<file path="src/verilog/ellipse_pkg.sv">
// ellipse rasterizer shared definitions
// coordinate, radius, square and error widths, their vector types
// and the encoding of the control FSM
`default_nettype none

package ellipse_pkg;

  localparam int COORD_BITS = 12;              // signed screen coordinate, -2048..2047
  localparam int RAD_BITS   = COORD_BITS - 1;  // radius is a magnitude, sign bit dropped

  // screen coordinate, also used for centres, radii and local offsets
  typedef logic signed [COORD_BITS-1:0] coord_t;

  // multiplier operand a, one radius magnitude
  typedef logic [RAD_BITS-1:0] rad_t;

  // squared radius, also multiplier operand b
  typedef logic [2*RAD_BITS-1:0] sq_t;

  // full multiplier result, radius times squared radius
  typedef logic [3*RAD_BITS-1:0] prod_t;

  // decision term and slope accumulators, two guard bits over prod_t
  typedef logic signed [3*RAD_BITS+1:0] err_t;

  // control sequence of one command
  typedef enum logic [2:0] {
    idle,   // waiting for run
    point,  // zero radii, present the centre once
    setup,  // squared radii and initial error terms in progress
    arc,    // stepper walks the arc and its flat edge
    flat,   // flat edge closed, swap to second half or finish
    done    // one-shot complete, back to idle
  } ctrl_state_t;

endpackage

`default_nettype wire
</file>
<file path="src/verilog/ellipse_generator.sv">
// quarter-ellipse rasterizer, top level
// qualifies the process step with enable and pause, combines busy,
// and connects control, setup, stepper and mapper
`default_nettype none

module ellipse_generator (
  input  logic                clk,
  input  logic                reset,
  input  logic                enable,
  input  logic                run,
  input  logic                ena_pause,
  input  logic [1:0]          quadrant,
  input  ellipse_pkg::coord_t xc,
  input  ellipse_pkg::coord_t yc,
  input  ellipse_pkg::coord_t xr,
  input  ellipse_pkg::coord_t yr,
  output logic                busy,
  output logic                pixel_data_rdy,
  output logic                ellipse_complete,
  output ellipse_pkg::coord_t x_coord,
  output ellipse_pkg::coord_t y_coord
);
  import ellipse_pkg::*;

  logic       step;         // process enable for every register
  logic       valid_int;    // pixel held at the output
  logic       busy_reg;
  logic       start_setup;
  logic       setup_done;
  logic       start_arc;
  logic       half_done;
  logic       point_valid;
  logic       pix_valid;
  logic       half;         // second half, axes swapped
  logic [1:0] quad;
  coord_t     cx, cy;       // active centre
  coord_t     rmaj, rmin;   // active radii
  coord_t     lx, ly;       // local offsets from the stepper
  sq_t        rx2, ry2;
  err_t       p0, py0;

  assign step = enable && !(ena_pause && valid_int);  // freeze while a pixel waits
  assign busy = busy_reg || run;

  ellipse_control ellipse_control_inst (
    .clk, .reset, .step, .run, .quadrant,
    .xc, .yc, .xr, .yr,
    .setup_done, .half_done,
    .start_setup, .start_arc, .point_valid, .half, .busy_reg, .ellipse_complete,
    .quad, .cx, .cy, .rmaj, .rmin
  );

  ellipse_setup ellipse_setup_inst (
    .clk, .reset, .step, .start_setup,
    .rmaj, .rmin,
    .setup_done, .rx2, .ry2, .p0, .py0
  );

  ellipse_arc_stepper ellipse_arc_stepper_inst (
    .clk, .reset, .step, .start_arc,
    .rmaj, .rmin, .rx2, .ry2, .p0, .py0,
    .lx, .ly, .pix_valid, .half_done
  );

  quadrant_mapper quadrant_mapper_inst (
    .clk, .reset, .step, .ena_pause, .pix_valid, .point_valid, .half,
    .quad, .cx, .cy, .lx, .ly,
    .x_coord, .y_coord, .pixel_data_rdy, .valid_int
  );

  // a pixel waiting on a paused sink stays on the outputs unchanged
  pause_holds_pixel: assert property (@(posedge clk) disable iff (reset)
    ena_pause && valid_int |=> valid_int && $stable(x_coord) && $stable(y_coord));

endmodule

`default_nettype wire

</file>
<file path="src/verilog/quadrant_mapper.sv">
// quadrant mapper
// mirrors the local offsets into the latched quadrant, swaps the axes
// for the second half, registers the pixel and gates ready with pause
`default_nettype none

module quadrant_mapper (
  input  logic                clk,
  input  logic                reset,
  input  logic                step,
  input  logic                ena_pause,
  input  logic                pix_valid,
  input  logic                point_valid,
  input  logic                half,
  input  logic [1:0]          quad,
  input  ellipse_pkg::coord_t cx,
  input  ellipse_pkg::coord_t cy,
  input  ellipse_pkg::coord_t lx,
  input  ellipse_pkg::coord_t ly,
  output ellipse_pkg::coord_t x_coord,
  output ellipse_pkg::coord_t y_coord,
  output logic                pixel_data_rdy,
  output logic                valid_int
);
  import ellipse_pkg::*;

  coord_t off_x;   // local x, zero for the centre point
  coord_t off_y;   // local y, zero for the centre point
  coord_t a_term;  // centre a plus or minus x offset
  coord_t b_term;  // centre b plus or minus y offset
  logic   neg_a;
  logic   neg_b;

  assign off_x  = point_valid ? '0 : lx;
  assign off_y  = point_valid ? '0 : ly;
  assign neg_a  = half ? quad[1] : quad[0];  // in the second half a lands on screen y
  assign neg_b  = half ? quad[0] : quad[1];
  assign a_term = neg_a ? cx - off_x : cx + off_x;
  assign b_term = neg_b ? cy - off_y : cy + off_y;

  assign pixel_data_rdy = valid_int && !ena_pause;  // drops at once on pause

  always_ff @(posedge clk or posedge reset) begin
    if (reset) begin
      x_coord   <= '0;
      y_coord   <= '0;
      valid_int <= 1'b0;
    end else if (step) begin
      x_coord   <= half ? b_term : a_term;
      y_coord   <= half ? a_term : b_term;
      valid_int <= pix_valid || point_valid;
    end
  end

endmodule

`default_nettype wire

</file>
<file path="src/verilog/ellipse_arc_stepper.sv">
// midpoint arc stepper
// walks local x and y along one half of the quadrant with the integer
// midpoint recurrences, then along the trailing flat edge near the axis
`default_nettype none

module ellipse_arc_stepper (
  input  logic                clk,
  input  logic                reset,
  input  logic                step,
  input  logic                start_arc,
  input  ellipse_pkg::coord_t rmaj,
  input  ellipse_pkg::coord_t rmin,
  input  ellipse_pkg::sq_t    rx2,
  input  ellipse_pkg::sq_t    ry2,
  input  ellipse_pkg::err_t   p0,
  input  ellipse_pkg::err_t   py0,
  output ellipse_pkg::coord_t lx,
  output ellipse_pkg::coord_t ly,
  output logic                pix_valid,
  output logic                half_done
);
  import ellipse_pkg::*;

  err_t p;          // decision term
  err_t px;         // x slope accumulator
  err_t py;         // y slope accumulator
  err_t px_next;    // px after an x step
  err_t py_next;    // py after a y step
  err_t p_next;     // decision term after this pixel
  logic arc_act;    // walking the arc
  logic flat_act;   // walking the flat edge
  logic draw_flat;  // y already cleared, flat pixels flow
  logic arc_emit;   // arc pixel this cycle
  logic flat_go;    // flat edge still has pixels left

  assign px_next = px + (err_t'(ry2) <<< 1);
  assign py_next = py - (err_t'(rx2) <<< 1);
  assign p_next  = (p <= 0) ? p + err_t'(ry2) + px_next
                            : p + err_t'(ry2) + px_next - py_next;

  assign arc_emit  = arc_act && (px <= py);              // slope still below one
  assign flat_go   = ((ly < 2) || draw_flat) && (lx <= rmaj);
  assign pix_valid = arc_emit || (flat_act && flat_go && draw_flat);
  assign half_done = flat_act && !flat_go;

  always_ff @(posedge clk or posedge reset) begin
    if (reset) begin
      lx        <= '0;
      ly        <= '0;
      p         <= '0;
      px        <= '0;
      py        <= '0;
      arc_act   <= 1'b0;
      flat_act  <= 1'b0;
      draw_flat <= 1'b0;
    end else if (step) begin
      if (start_arc) begin
        lx        <= '0;
        ly        <= rmin;
        p         <= p0;
        px        <= '0;
        py        <= py0;
        draw_flat <= 1'b0;
        arc_act   <= (rmaj >= 2);  // tiny radius has no arc to speak of
        flat_act  <= (rmaj < 2);
      end else if (arc_act) begin
        if (arc_emit) begin
          lx <= lx + 1'b1;
          px <= px_next;
          p  <= p_next;
          if (p > 0) begin
            ly <= ly - 1'b1;  // midpoint outside, step inward
            py <= py_next;
          end
        end else begin
          arc_act  <= 1'b0;   // idle cycle at the hand-over
          flat_act <= 1'b1;
        end
      end else if (flat_act) begin
        if (flat_go) begin
          draw_flat <= 1'b1;
          ly        <= '0;    // first flat cycle only settles y
          if (draw_flat) lx <= lx + 1'b1;
        end else begin
          flat_act <= 1'b0;
        end
      end
    end
  end

endmodule

`default_nettype wire

</file>
<file path="src/verilog/ellipse_setup.sv">
// ellipse setup datapath
// one registered multiplier shared over six steps computes the squared
// radii, the initial decision term p0 and the initial slope term py0
`default_nettype none

module ellipse_setup (
  input  logic                clk,
  input  logic                reset,
  input  logic                step,
  input  logic                start_setup,
  input  ellipse_pkg::coord_t rmaj,
  input  ellipse_pkg::coord_t rmin,
  output logic                setup_done,
  output ellipse_pkg::sq_t    rx2,
  output ellipse_pkg::sq_t    ry2,
  output ellipse_pkg::err_t   p0,
  output ellipse_pkg::err_t   py0
);
  import ellipse_pkg::*;

  rad_t                op_a;       // multiplier operand a
  sq_t                 op_b;       // multiplier operand b
  prod_t               prod;       // registered product, one step behind the operands
  sq_t                 quarter;    // rx2/4 rounded
  err_t                acc;        // p0 being built
  logic [2:0]          phase;      // 0 when idle, 2..6 for the remaining steps
  logic [2*RAD_BITS:0] round_sum;  // rx2 + 2, one bit wider

  assign round_sum = {1'b0, prod[2*RAD_BITS-1:0]} + (2*RAD_BITS+1)'(2);

  // shared multiplier
  always_ff @(posedge clk or posedge reset) begin
    if (reset) begin
      prod <= '0;
    end else if (step) begin
      prod <= op_a * op_b;
    end
  end

  always_ff @(posedge clk or posedge reset) begin
    if (reset) begin
      op_a       <= '0;
      op_b       <= '0;
      quarter    <= '0;
      acc        <= '0;
      phase      <= 3'd0;
      setup_done <= 1'b0;
      rx2        <= '0;
      ry2        <= '0;
      p0         <= '0;
      py0        <= '0;
    end else if (step) begin
      setup_done <= 1'b0;
      if (start_setup) begin
        op_a  <= rmaj[RAD_BITS-1:0];        // step 1, rmaj * rmaj
        op_b  <= sq_t'(rmaj[RAD_BITS-1:0]);
        phase <= 3'd2;
      end else begin
        case (phase)
          3'd2: begin
            op_a  <= rmin[RAD_BITS-1:0];    // rmin * rmin
            op_b  <= sq_t'(rmin[RAD_BITS-1:0]);
            phase <= 3'd3;
          end
          3'd3: begin
            rx2     <= prod[2*RAD_BITS-1:0];  // rmaj squared is out
            op_a    <= rmin[RAD_BITS-1:0];    // rmin * rx2
            op_b    <= prod[2*RAD_BITS-1:0];
            quarter <= sq_t'(round_sum >> 2);
            phase   <= 3'd4;
          end
          3'd4: begin
            ry2   <= prod[2*RAD_BITS-1:0];    // rmin squared is out
            acc   <= err_t'(quarter) + err_t'(prod[2*RAD_BITS-1:0]);
            phase <= 3'd5;
          end
          3'd5: begin
            acc   <= acc - err_t'(prod);       // minus rx2*rmin
            py0   <= err_t'(prod) <<< 1;       // 2*rx2*rmin
            phase <= 3'd6;
          end
          3'd6: begin
            p0         <= acc;
            setup_done <= 1'b1;
            phase      <= 3'd0;
          end
          default: begin
            phase <= 3'd0;  // idle until next start
          end
        endcase
      end
    end
  end

endmodule

`default_nettype wire

</file>
<file path="src/verilog/ellipse_control.sv">
// ellipse rasterizer control FSM
// latches a run command, picks the centre-point path for zero radii,
// launches setup and stepping for each half, swaps centre and radii
// between halves, and drives busy and the one-shot complete flag
`default_nettype none

module ellipse_control (
  input  logic                clk,
  input  logic                reset,
  input  logic                step,
  input  logic                run,
  input  logic [1:0]          quadrant,
  input  ellipse_pkg::coord_t xc,
  input  ellipse_pkg::coord_t yc,
  input  ellipse_pkg::coord_t xr,
  input  ellipse_pkg::coord_t yr,
  input  logic                setup_done,
  input  logic                half_done,
  output logic                start_setup,
  output logic                start_arc,
  output logic                point_valid,
  output logic                half,
  output logic                busy_reg,
  output logic                ellipse_complete,
  output logic [1:0]          quad,
  output ellipse_pkg::coord_t cx,
  output ellipse_pkg::coord_t cy,
  output ellipse_pkg::coord_t rmaj,
  output ellipse_pkg::coord_t rmin
);
  import ellipse_pkg::*;

  ctrl_state_t state;

  assign point_valid = (state == point);              // mapper takes the centre this cycle
  assign start_arc   = (state == setup) && setup_done; // stepper loads as setup finishes

  always_ff @(posedge clk or posedge reset) begin
    if (reset) begin
      state            <= idle;
      start_setup      <= 1'b0;
      half             <= 1'b0;
      busy_reg         <= 1'b0;
      ellipse_complete <= 1'b0;
      quad             <= 2'd0;
      cx               <= '0;
      cy               <= '0;
      rmaj             <= '0;
      rmin             <= '0;
    end else if (step) begin
      start_setup      <= 1'b0;  // single step pulse
      ellipse_complete <= 1'b0;  // single step pulse
      case (state)
        idle: begin
          if (run) begin
            quad     <= quadrant;  // command latch
            cx       <= xc;
            cy       <= yc;
            rmaj     <= xr;
            rmin     <= yr;
            half     <= 1'b0;
            busy_reg <= 1'b1;
            if (xr == '0 && yr == '0) begin
              state <= point;      // nothing to rasterize, just the centre
            end else begin
              start_setup <= 1'b1;
              state       <= setup;
            end
          end
        end
        point: begin
          state <= done;  // centre registered by the mapper on this step
        end
        setup: begin
          if (setup_done) state <= arc;
        end
        arc: begin
          if (half_done) state <= flat;
        end
        flat: begin
          if (half) begin
            state <= done;
          end else begin
            // second half steps along the other axis
            cx          <= cy;
            cy          <= cx;
            rmaj        <= rmin;
            rmin        <= rmaj;
            half        <= 1'b1;
            start_setup <= 1'b1;
            state       <= setup;
          end
        end
        done: begin
          ellipse_complete <= 1'b1;
          busy_reg         <= 1'b0;  // top keeps busy up while run is held
          state            <= idle;
        end
      endcase
    end
  end

  // complete never covers two process steps
  complete_one_shot: assert property (@(posedge clk) disable iff (reset)
    ellipse_complete && step |=> !ellipse_complete);

  // setup is launched only from idle or at the half swap
  setup_on_entry: assert property (@(posedge clk) disable iff (reset)
    $rose(start_setup) |-> (state == setup) && ($past(state) inside {idle, flat}));

endmodule

`default_nettype wire

</file>
<file path="config.mk">
export PLATFORM = sky130hd
export DESIGN_NAME = ellipse_generator
export DESIGN_NICKNAME = d
export VERILOG_FILES = /design/src/verilog/ellipse_pkg.sv /design/src/verilog/ellipse_generator.sv /design/src/verilog/quadrant_mapper.sv /design/src/verilog/ellipse_arc_stepper.sv /design/src/verilog/ellipse_setup.sv /design/src/verilog/ellipse_control.sv
export SDC_FILE = /design/constraint.sdc
export NUM_CORES = 2
export LEC_CHECK = 0
export BUFFER_PORTS_ARGS = -buffer_cell sky130_fd_sc_hd__buf_4
export CORE_ASPECT_RATIO = 0.9
export CORE_MARGIN = 4
export CORE_UTILIZATION = 50
export CTS_CLUSTER_DIAMETER = 60
export DETAILED_ROUTE_END_ITERATION = 8
export GPL_ROUTABILITY_DRIVEN = 0
export PLACE_DENSITY = 0.66
export SLEW_MARGIN = 10
export SYNTH_ARGS = -nofsm -noshare
export SYNTH_HDL_FRONTEND = slang
export SYNTH_HIERARCHICAL = 1
export SYNTH_SLANG_ARGS = --single-unit
</file>
<file path="constraint.sdc">
create_clock -name clk -period 8 [get_ports clk]
set_input_delay 0.4 -clock clk [delete_from_list [all_inputs] [get_ports clk]]
set_output_delay 0.4 -clock clk [all_outputs]
set_load 0.02 [all_outputs]
</file>
# After elaboration in Yosys (flattened, before gate mapping)
# Index checks and enable logic that the tools add are counted.
[word_totals]
register_bits = 452
output_inout_bits = 27
[op_classes]
n_mux = 79
addsub = 14
reduce_logical = 53
mul = 1
magnitude_cmp = 7
eq_ne = 18
bitwise = 1
[ops]
columns = ["cell", "count"]
rows = [
  ["two-way mux 35 bit", 11],
  ["two-way mux 12 bit", 26],
  ["one-hot mux 12 bit (2 select lines)", 4],
  ["one-hot mux 35 bit (2 select lines)", 1],
  ["one-hot mux 22 bit (2 select lines)", 1],
  ["adder 35 x 23 -> 35 bit", 1],
  ["adder 35 x 24 -> 35 bit", 1],
  ["adder 35 bit", 1],
  ["greater-than comparator 35 x 1 -> 1 bit, second input constant", 1],
  ["<= comparator 35 x 1 -> 1 bit, second input constant", 1],
  ["<= comparator 35 bit", 1],
  ["subtractor 35 x 24 -> 35 bit", 1],
  ["subtractor 35 x 34 -> 35 bit", 1],
  ["subtractor 35 bit", 1],
  ["multiplier 11 x 22 -> 33 bit", 1],
  ["AND reduction 3 bit", 9],
  ["adder 12 bit", 2],
  ["logical NOT 12 bit", 2],
  ["< comparator 12 x 3 -> 1 bit, second input constant", 2],
  ["subtractor 12 bit", 2],
  ["adder 21 x 22 -> 23 bit", 1],
  ["adder 22 x 2 -> 23 bit, second input constant", 1],
  ["two-way mux 1 bit", 22],
  ["two-way mux 11 bit", 2],
  ["28 further kinds", 77],
]

# Logic depth before layout (Yosys ltp)
[depth]
depth_word = 7
mapped_depth = 38

# Cells and area by module
# Netlist, hierarchy kept.
[by_module_without_submodules]
columns = ["mod", "seq_area_each_um2", "cells_per_inst", "area_each_um2", "instances"]
rows = [
  ["ellipse_setup", 5955.7, 2173, 19742.7, 1],
  ["ellipse_arc_stepper", 3278.1, 1833, 14407.6, 1],
  ["ellipse_control", 1426.4, 276, 2792.7, 1],
  ["quadrant_mapper", 625.6, 337, 2642.5, 1],
  ["ellipse_generator", 0.0, 2, 13.8, 1],
]

# Least setup slack after synthesis
# Ideal clock, no wire load.
[synth_timing]
kind = "register -> register"
start = "register ellipse_setup_inst.ry2[0]"
end = "register ellipse_arc_stepper_inst.p[34]"
setup_ns = 0.124
arrival_time_ns = 7.200
path_slack_ns = 0.676
stages_incl_launch_ff = 39
cell_sequence = "dfrtp_1 > ha_1 > inv_1 > fa_1 > nor2b_1 > o21ai_0 > a21boi_1 > o21a_1 > o21ai_1 > nand2_1 > a21o_1 > a21o_1 > a21oi_1 > xnor2_1 > fa_1 > ha_1 > and4_1 > o21a_1 > (+3 left out) > clkbuf_1 > a21oi_1 > nor3b_1 > nor2_1 > xnor2_1 > ha_1 > clkbuf_1 > a21oi_1 > or4b_1 > o211ai_1 > o221ai_1 > a31oi_1 > o41ai_4 > a311oi_1 > a21boi_1 > nand3b_1 > mux2i_1 > a211o_1"
[synth_between]
elab_chain_cells = 7
elab_cells_between_ends = 8
classes_between = "4 x add/sub; 4 x mux"
[synth_lines]
columns = ["item", "line", "source"]
rows = [
  ["start: declaration", "ellipse_setup.sv:15", "output ellipse_pkg::sq_t ry2,"],
  ["start signal: assignment", "ellipse_setup.sv:73", "ry2 <= prod[2*RAD_BITS-1:0];"],
  ["adder 35 x 23 -> 35 bit / adder 35 x 24 -> 35 bit (equally long branches)", "ellipse_arc_stepper.sv:38, ellipse_arc_stepper.sv:39, ellipse_arc_stepper.sv:36", ""],
  ["adder 35 bit (*)", "ellipse_arc_stepper.sv:38, ellipse_arc_stepper.sv:39", ""],
  ["subtractor 35 bit", "ellipse_arc_stepper.sv:39", ": p + err_t'(ry2) + px_next - py_next;"],
  ["two-way mux 35 bit (*)", "ellipse_arc_stepper.sv:38", "assign p_next = (p <= 0) ? p + err_t'(ry2) + px_next"],
  ["two-way mux 35 bit (*)", "ellipse_arc_stepper.sv:67", "if (arc_emit) begin"],
  ["two-way mux 35 bit (*)", "ellipse_arc_stepper.sv:66", "end else if (arc_act) begin"],
  ["two-way mux 35 bit (*)", "ellipse_arc_stepper.sv:57", "if (start_arc) begin"],
  ["end signal: assignment", "ellipse_arc_stepper.sv:60", "p <= p0;"],
  ["end signal: assignment", "ellipse_arc_stepper.sv:70", "p <= p_next;"],
  ["end: declaration", "ellipse_arc_stepper.sv:24", "err_t p;"],
]
# Every way passes the cells marked *; elsewhere a longest branch is shown, timed or not. The select of a mux whose other input is x is not followed.
# A chain may end at the register's enable or synchronous reset.

# Worst setup path in the final report
[layout_timing]
start = "register ellipse_setup_inst.ry2[1]"
end = "register ellipse_arc_stepper_inst.p[34]"
# The elaborated chain is that of the path after synthesis.

==> metrics.yaml <==
status: "complete, no violations"
wl_per_cell_um: 19.7
total_power_w: 0.0190
hp-class: "input port to register"
slew_violations: 0
numCtsBuffers: 52
timing.hold.ws_ns: 0.0442
fp.coreArea_mm2: 0.0782
post-route-period-util_pct: 94.9
power_density_mw_per_mm2: 442
tns_ns: 0
synthArstFlopShare_pct: 100
detail-route-antenna-nets: 0
synth.distinct_cells: 98
worst_pin_slew_ns: 1.14
hold_viol_final: 0
synth_area_leader_cell: "dfrtp_1"
clk_path_buf_depth: 3
synth.area.top_cells: "dfrtp_1 29%, fa_1 11%, ha_1 10%"
cts_root_buf: "clkbuf_16"
drtIter0Drc: 2550
num_rows: 97
cts_tree: "yes"
crit_fanout: 6
ys_warn_count: 6
fillerInstances: 7243
dieArea_mm2: 0.0838
io_buffers: 81
synth-simple-area-share_pct: 16.0
yosys_most_used_dff: "dfrtp_1"
required_ns: 8.49
grt_max_degree: 124
first_global_vias: 32300
synth_xor_xnor_area_share_pct: 5.55
path_delay_family: "compound AO/OA/AOI/OAI gates"
crit_buf_inv: 0
synth_top_area_share_pct: 28.5
syn_area_mm2: 0.0396
synth_top_family_by_area: "adder cells"
syn_inst: 4621
cp_slowest_stage_delay_ns: 0.46
cpMostUsedCell: "ha_1"
maxSlewHeadroom_pct: 24.2
htreeDepth: 2
vdd_drop_max_mv: 0.371
min_period_ns: 7.59
fin_util_pct: 54.9
synthMuxAreaShare_pct: 4.30
drive_above_1_share_pct: 7.55
cts_setup_buffers: 0
synth_edf_count: 0
yosys.area_share.adder_pct: 20.6
place.detailed.hpwl_um: 85300
global_route.overflow_total: 0
fmax_ghz: 0.132
drv_cap: 0
grt_first_pass_wirelength_um: 179000
cp-end-kind: "register"
ys_ff_latch: 451
syn_to_final_growth_pct: 8.35
slowest_stage: "or4b_1"
synth.avg_cell_area_um2: 8.57
clock_sinks: 451
vias: 33100
wirelength_um: 112000
die_y_um: 275
worstSetupPathType: "register to register"
drtPass1Iterations: 5
nets: 5164
start_util_pct: 50.7
seq_area_frac_synth_pct: 28.5
antenna_found_initial: 4
synth_compound_gate_area_share_pct: 19.1
skew_ns: 0.0165
clock_latency_ns: 0.61
arrival_ns: 8.08
grtUsageTotal_pct: 26.6
drcViolationCount: 0
finalSetupViolations: 0
n_antenna_cell: 0
fp.dieW_um: 305
crit_path_start_kind: "register"
num_io_pins: 82
vias_per_cell: 5.84
power.leakage_nw: 20.4
cts.clk_slew.worst_paths_ns: 0.06
[final cells by class]
| cell class | instances | area (um^2) | area share (%) |
|---|---|---|---|
| well taps | 1039 | 1300 | 3.03 |
| clock inverters | 29 | 335 | 0.782 |
| repair buffers | 126 | 948 | 2.21 |
| inverters | 402 | 1520 | 3.55 |
| multi-input cells | 3552 | 26100 | 60.8 |
| clock buffers | 64 | 1430 | 3.33 |
| flip-flops and latches | 451 | 11300 | 26.3 |
[where the power goes]
part	switching [W]	internal [W]	total (W)
Clock	0.00105	0.00144	0.00249
Combinational	0.00726	0.00510	0.0124
Sequential	0.00118	0.00293	0.00411
Total	0.00950	0.00948	0.0190
[per-layer routing]
metal | part of all wire (%) | wire length [um] | vias to the layer above | global-route usage [%]
met5 | 0 | 0 | - | 0
met4 | 3.1 | 3480 | 0 | 7.63
met3 | 6.8 | 7580 | 194 | 3.73
met2 | 44 | 48600 | 1032 | 41.8
met1 | 47 | 52000 | 16000 | 38.4
li1 | - | - | 15800 | -
[cell usage in the layout (no fill, tap or decap), drive strengths merged, types with 46 or more instances in the layout]
cell type	n
nand3	77
inv	410
xor2	79
a31oi	46
nand2	666
a21oi	317
nor2	238
xnor2	167
mux2i	92
buf	125
o21ai	437
dfrtp	451
o21a	47
mux2	69
a21o	119
and2	108
ha	316
fa	208
nor3	54
clkbuf	64
[cell usage after synthesis, types with 7 or more instances]
master	number
buf_2	14
fa_1	208
xor2_1	79
a31oi_1	43
ha_1	316
nand4_1	36
and2_1	105
o21a_1	47
o22ai_1	13
nand3_1	77
mux2i_1	92
dfrtp_1	451
nor3_1	54
a211oi_1	38
o211ai_1	21
a22oi_1	17
a211o_1	9
buf_1	18
o21bai_1	25
a21boi_0	8
xnor2_1	167
and3_1	26
clkbuf_1	178
inv_1	397
nand2_1	664
nor4_1	32
or3_1	25
mux2_2	67
or2_2	11
o31ai_1	29
and4_1	9
nand2b_1	35
nor2b_1	41
a21oi_1	317
a21o_1	118
o221ai_1	7
o21ai_0	380
o21ai_1	57
nor2_1	238
a41oi_1	8
[worst register-to-register path, delay by kind of cell (launching register included)]
| family | cells | cell delay (ns) |
|---|---|---|
| compound gates | 18 | 3.96 |
| xor+xnor | 2 | 0.46 |
| fa+ha+maj | 4 | 1.45 |
| flops | 1 | 0.40 |
| mux | 1 | 0.14 |
| simple gates | 6 | 1.08 |
[through the flow]
| stage | worst slack (ns) | area [um^2] | cells |
|---|---|---|---|
| after CTS | 0.163 | 42800 | 5663 |
| after global placement | 0.332 | 41100 | 5569 |
| after floorplan | 0.676 | 39600 | 4622 |
| final | 0.412 | 42900 | 5663 |
| after global routing | -0.0112 | 42900 | 5663 |
| after detailed placement | 0.193 | 41100 | 5569 |
[cells by family (layout without fill, tap and decap cells)]
| logic type | after synthesis | count (layout) |
|---|---|---|
| buffers and inverters | 619 | 621 |
| XOR/XNOR | 248 | 248 |
| other | 1 | 2 |
| AO/OA/AOI/OAI | 1226 | 1226 |
| AND/OR/NAND/NOR | 1388 | 1388 |
| multiplexers | 161 | 161 |
| flip-flops | 451 | 451 |
| adder cells (fa/ha/maj) | 527 | 527 |
[what timing repair did]
action                     in CTS  in global routing
hold buffers                    1                  0
setup endpoints to repair       0                  5
hold endpoints to repair       37                  0
gates resized for setup         0                 20
[final timing paths]
check | startpoint | endpoint | slack [ns] | depth (start not counted)
min in group asynchronous | reset | ellipse_arc_stepper_inst/lx[0]$_DFFE_PP0P_ | 0.49 | 3
min reg2reg | ellipse_setup_inst/rx2[10]$_DFFE_PP0P_ | ellipse_setup_inst/rx2[10]$_DFFE_PP0P_ | 0.48 | 2
max | ellipse_setup_inst/ry2[1]$_DFFE_PP0P_ | ellipse_arc_stepper_inst/p[34]$_DFFE_PP0P_ | 0.41 | 31
max reg2reg | ellipse_setup_inst/ry2[1]$_DFFE_PP0P_ | ellipse_arc_stepper_inst/p[34]$_DFFE_PP0P_ | 0.41 | 31
min | quadrant[1] | ellipse_control_inst/quad[1]$_DFFE_PP0P_ | 0.04 | 2
max in group asynchronous | reset | ellipse_setup_inst/op_a[9]$_DFFE_PP0P_ | 5.83 | 4
Note: power is estimated with default switching activity, not from simulation.
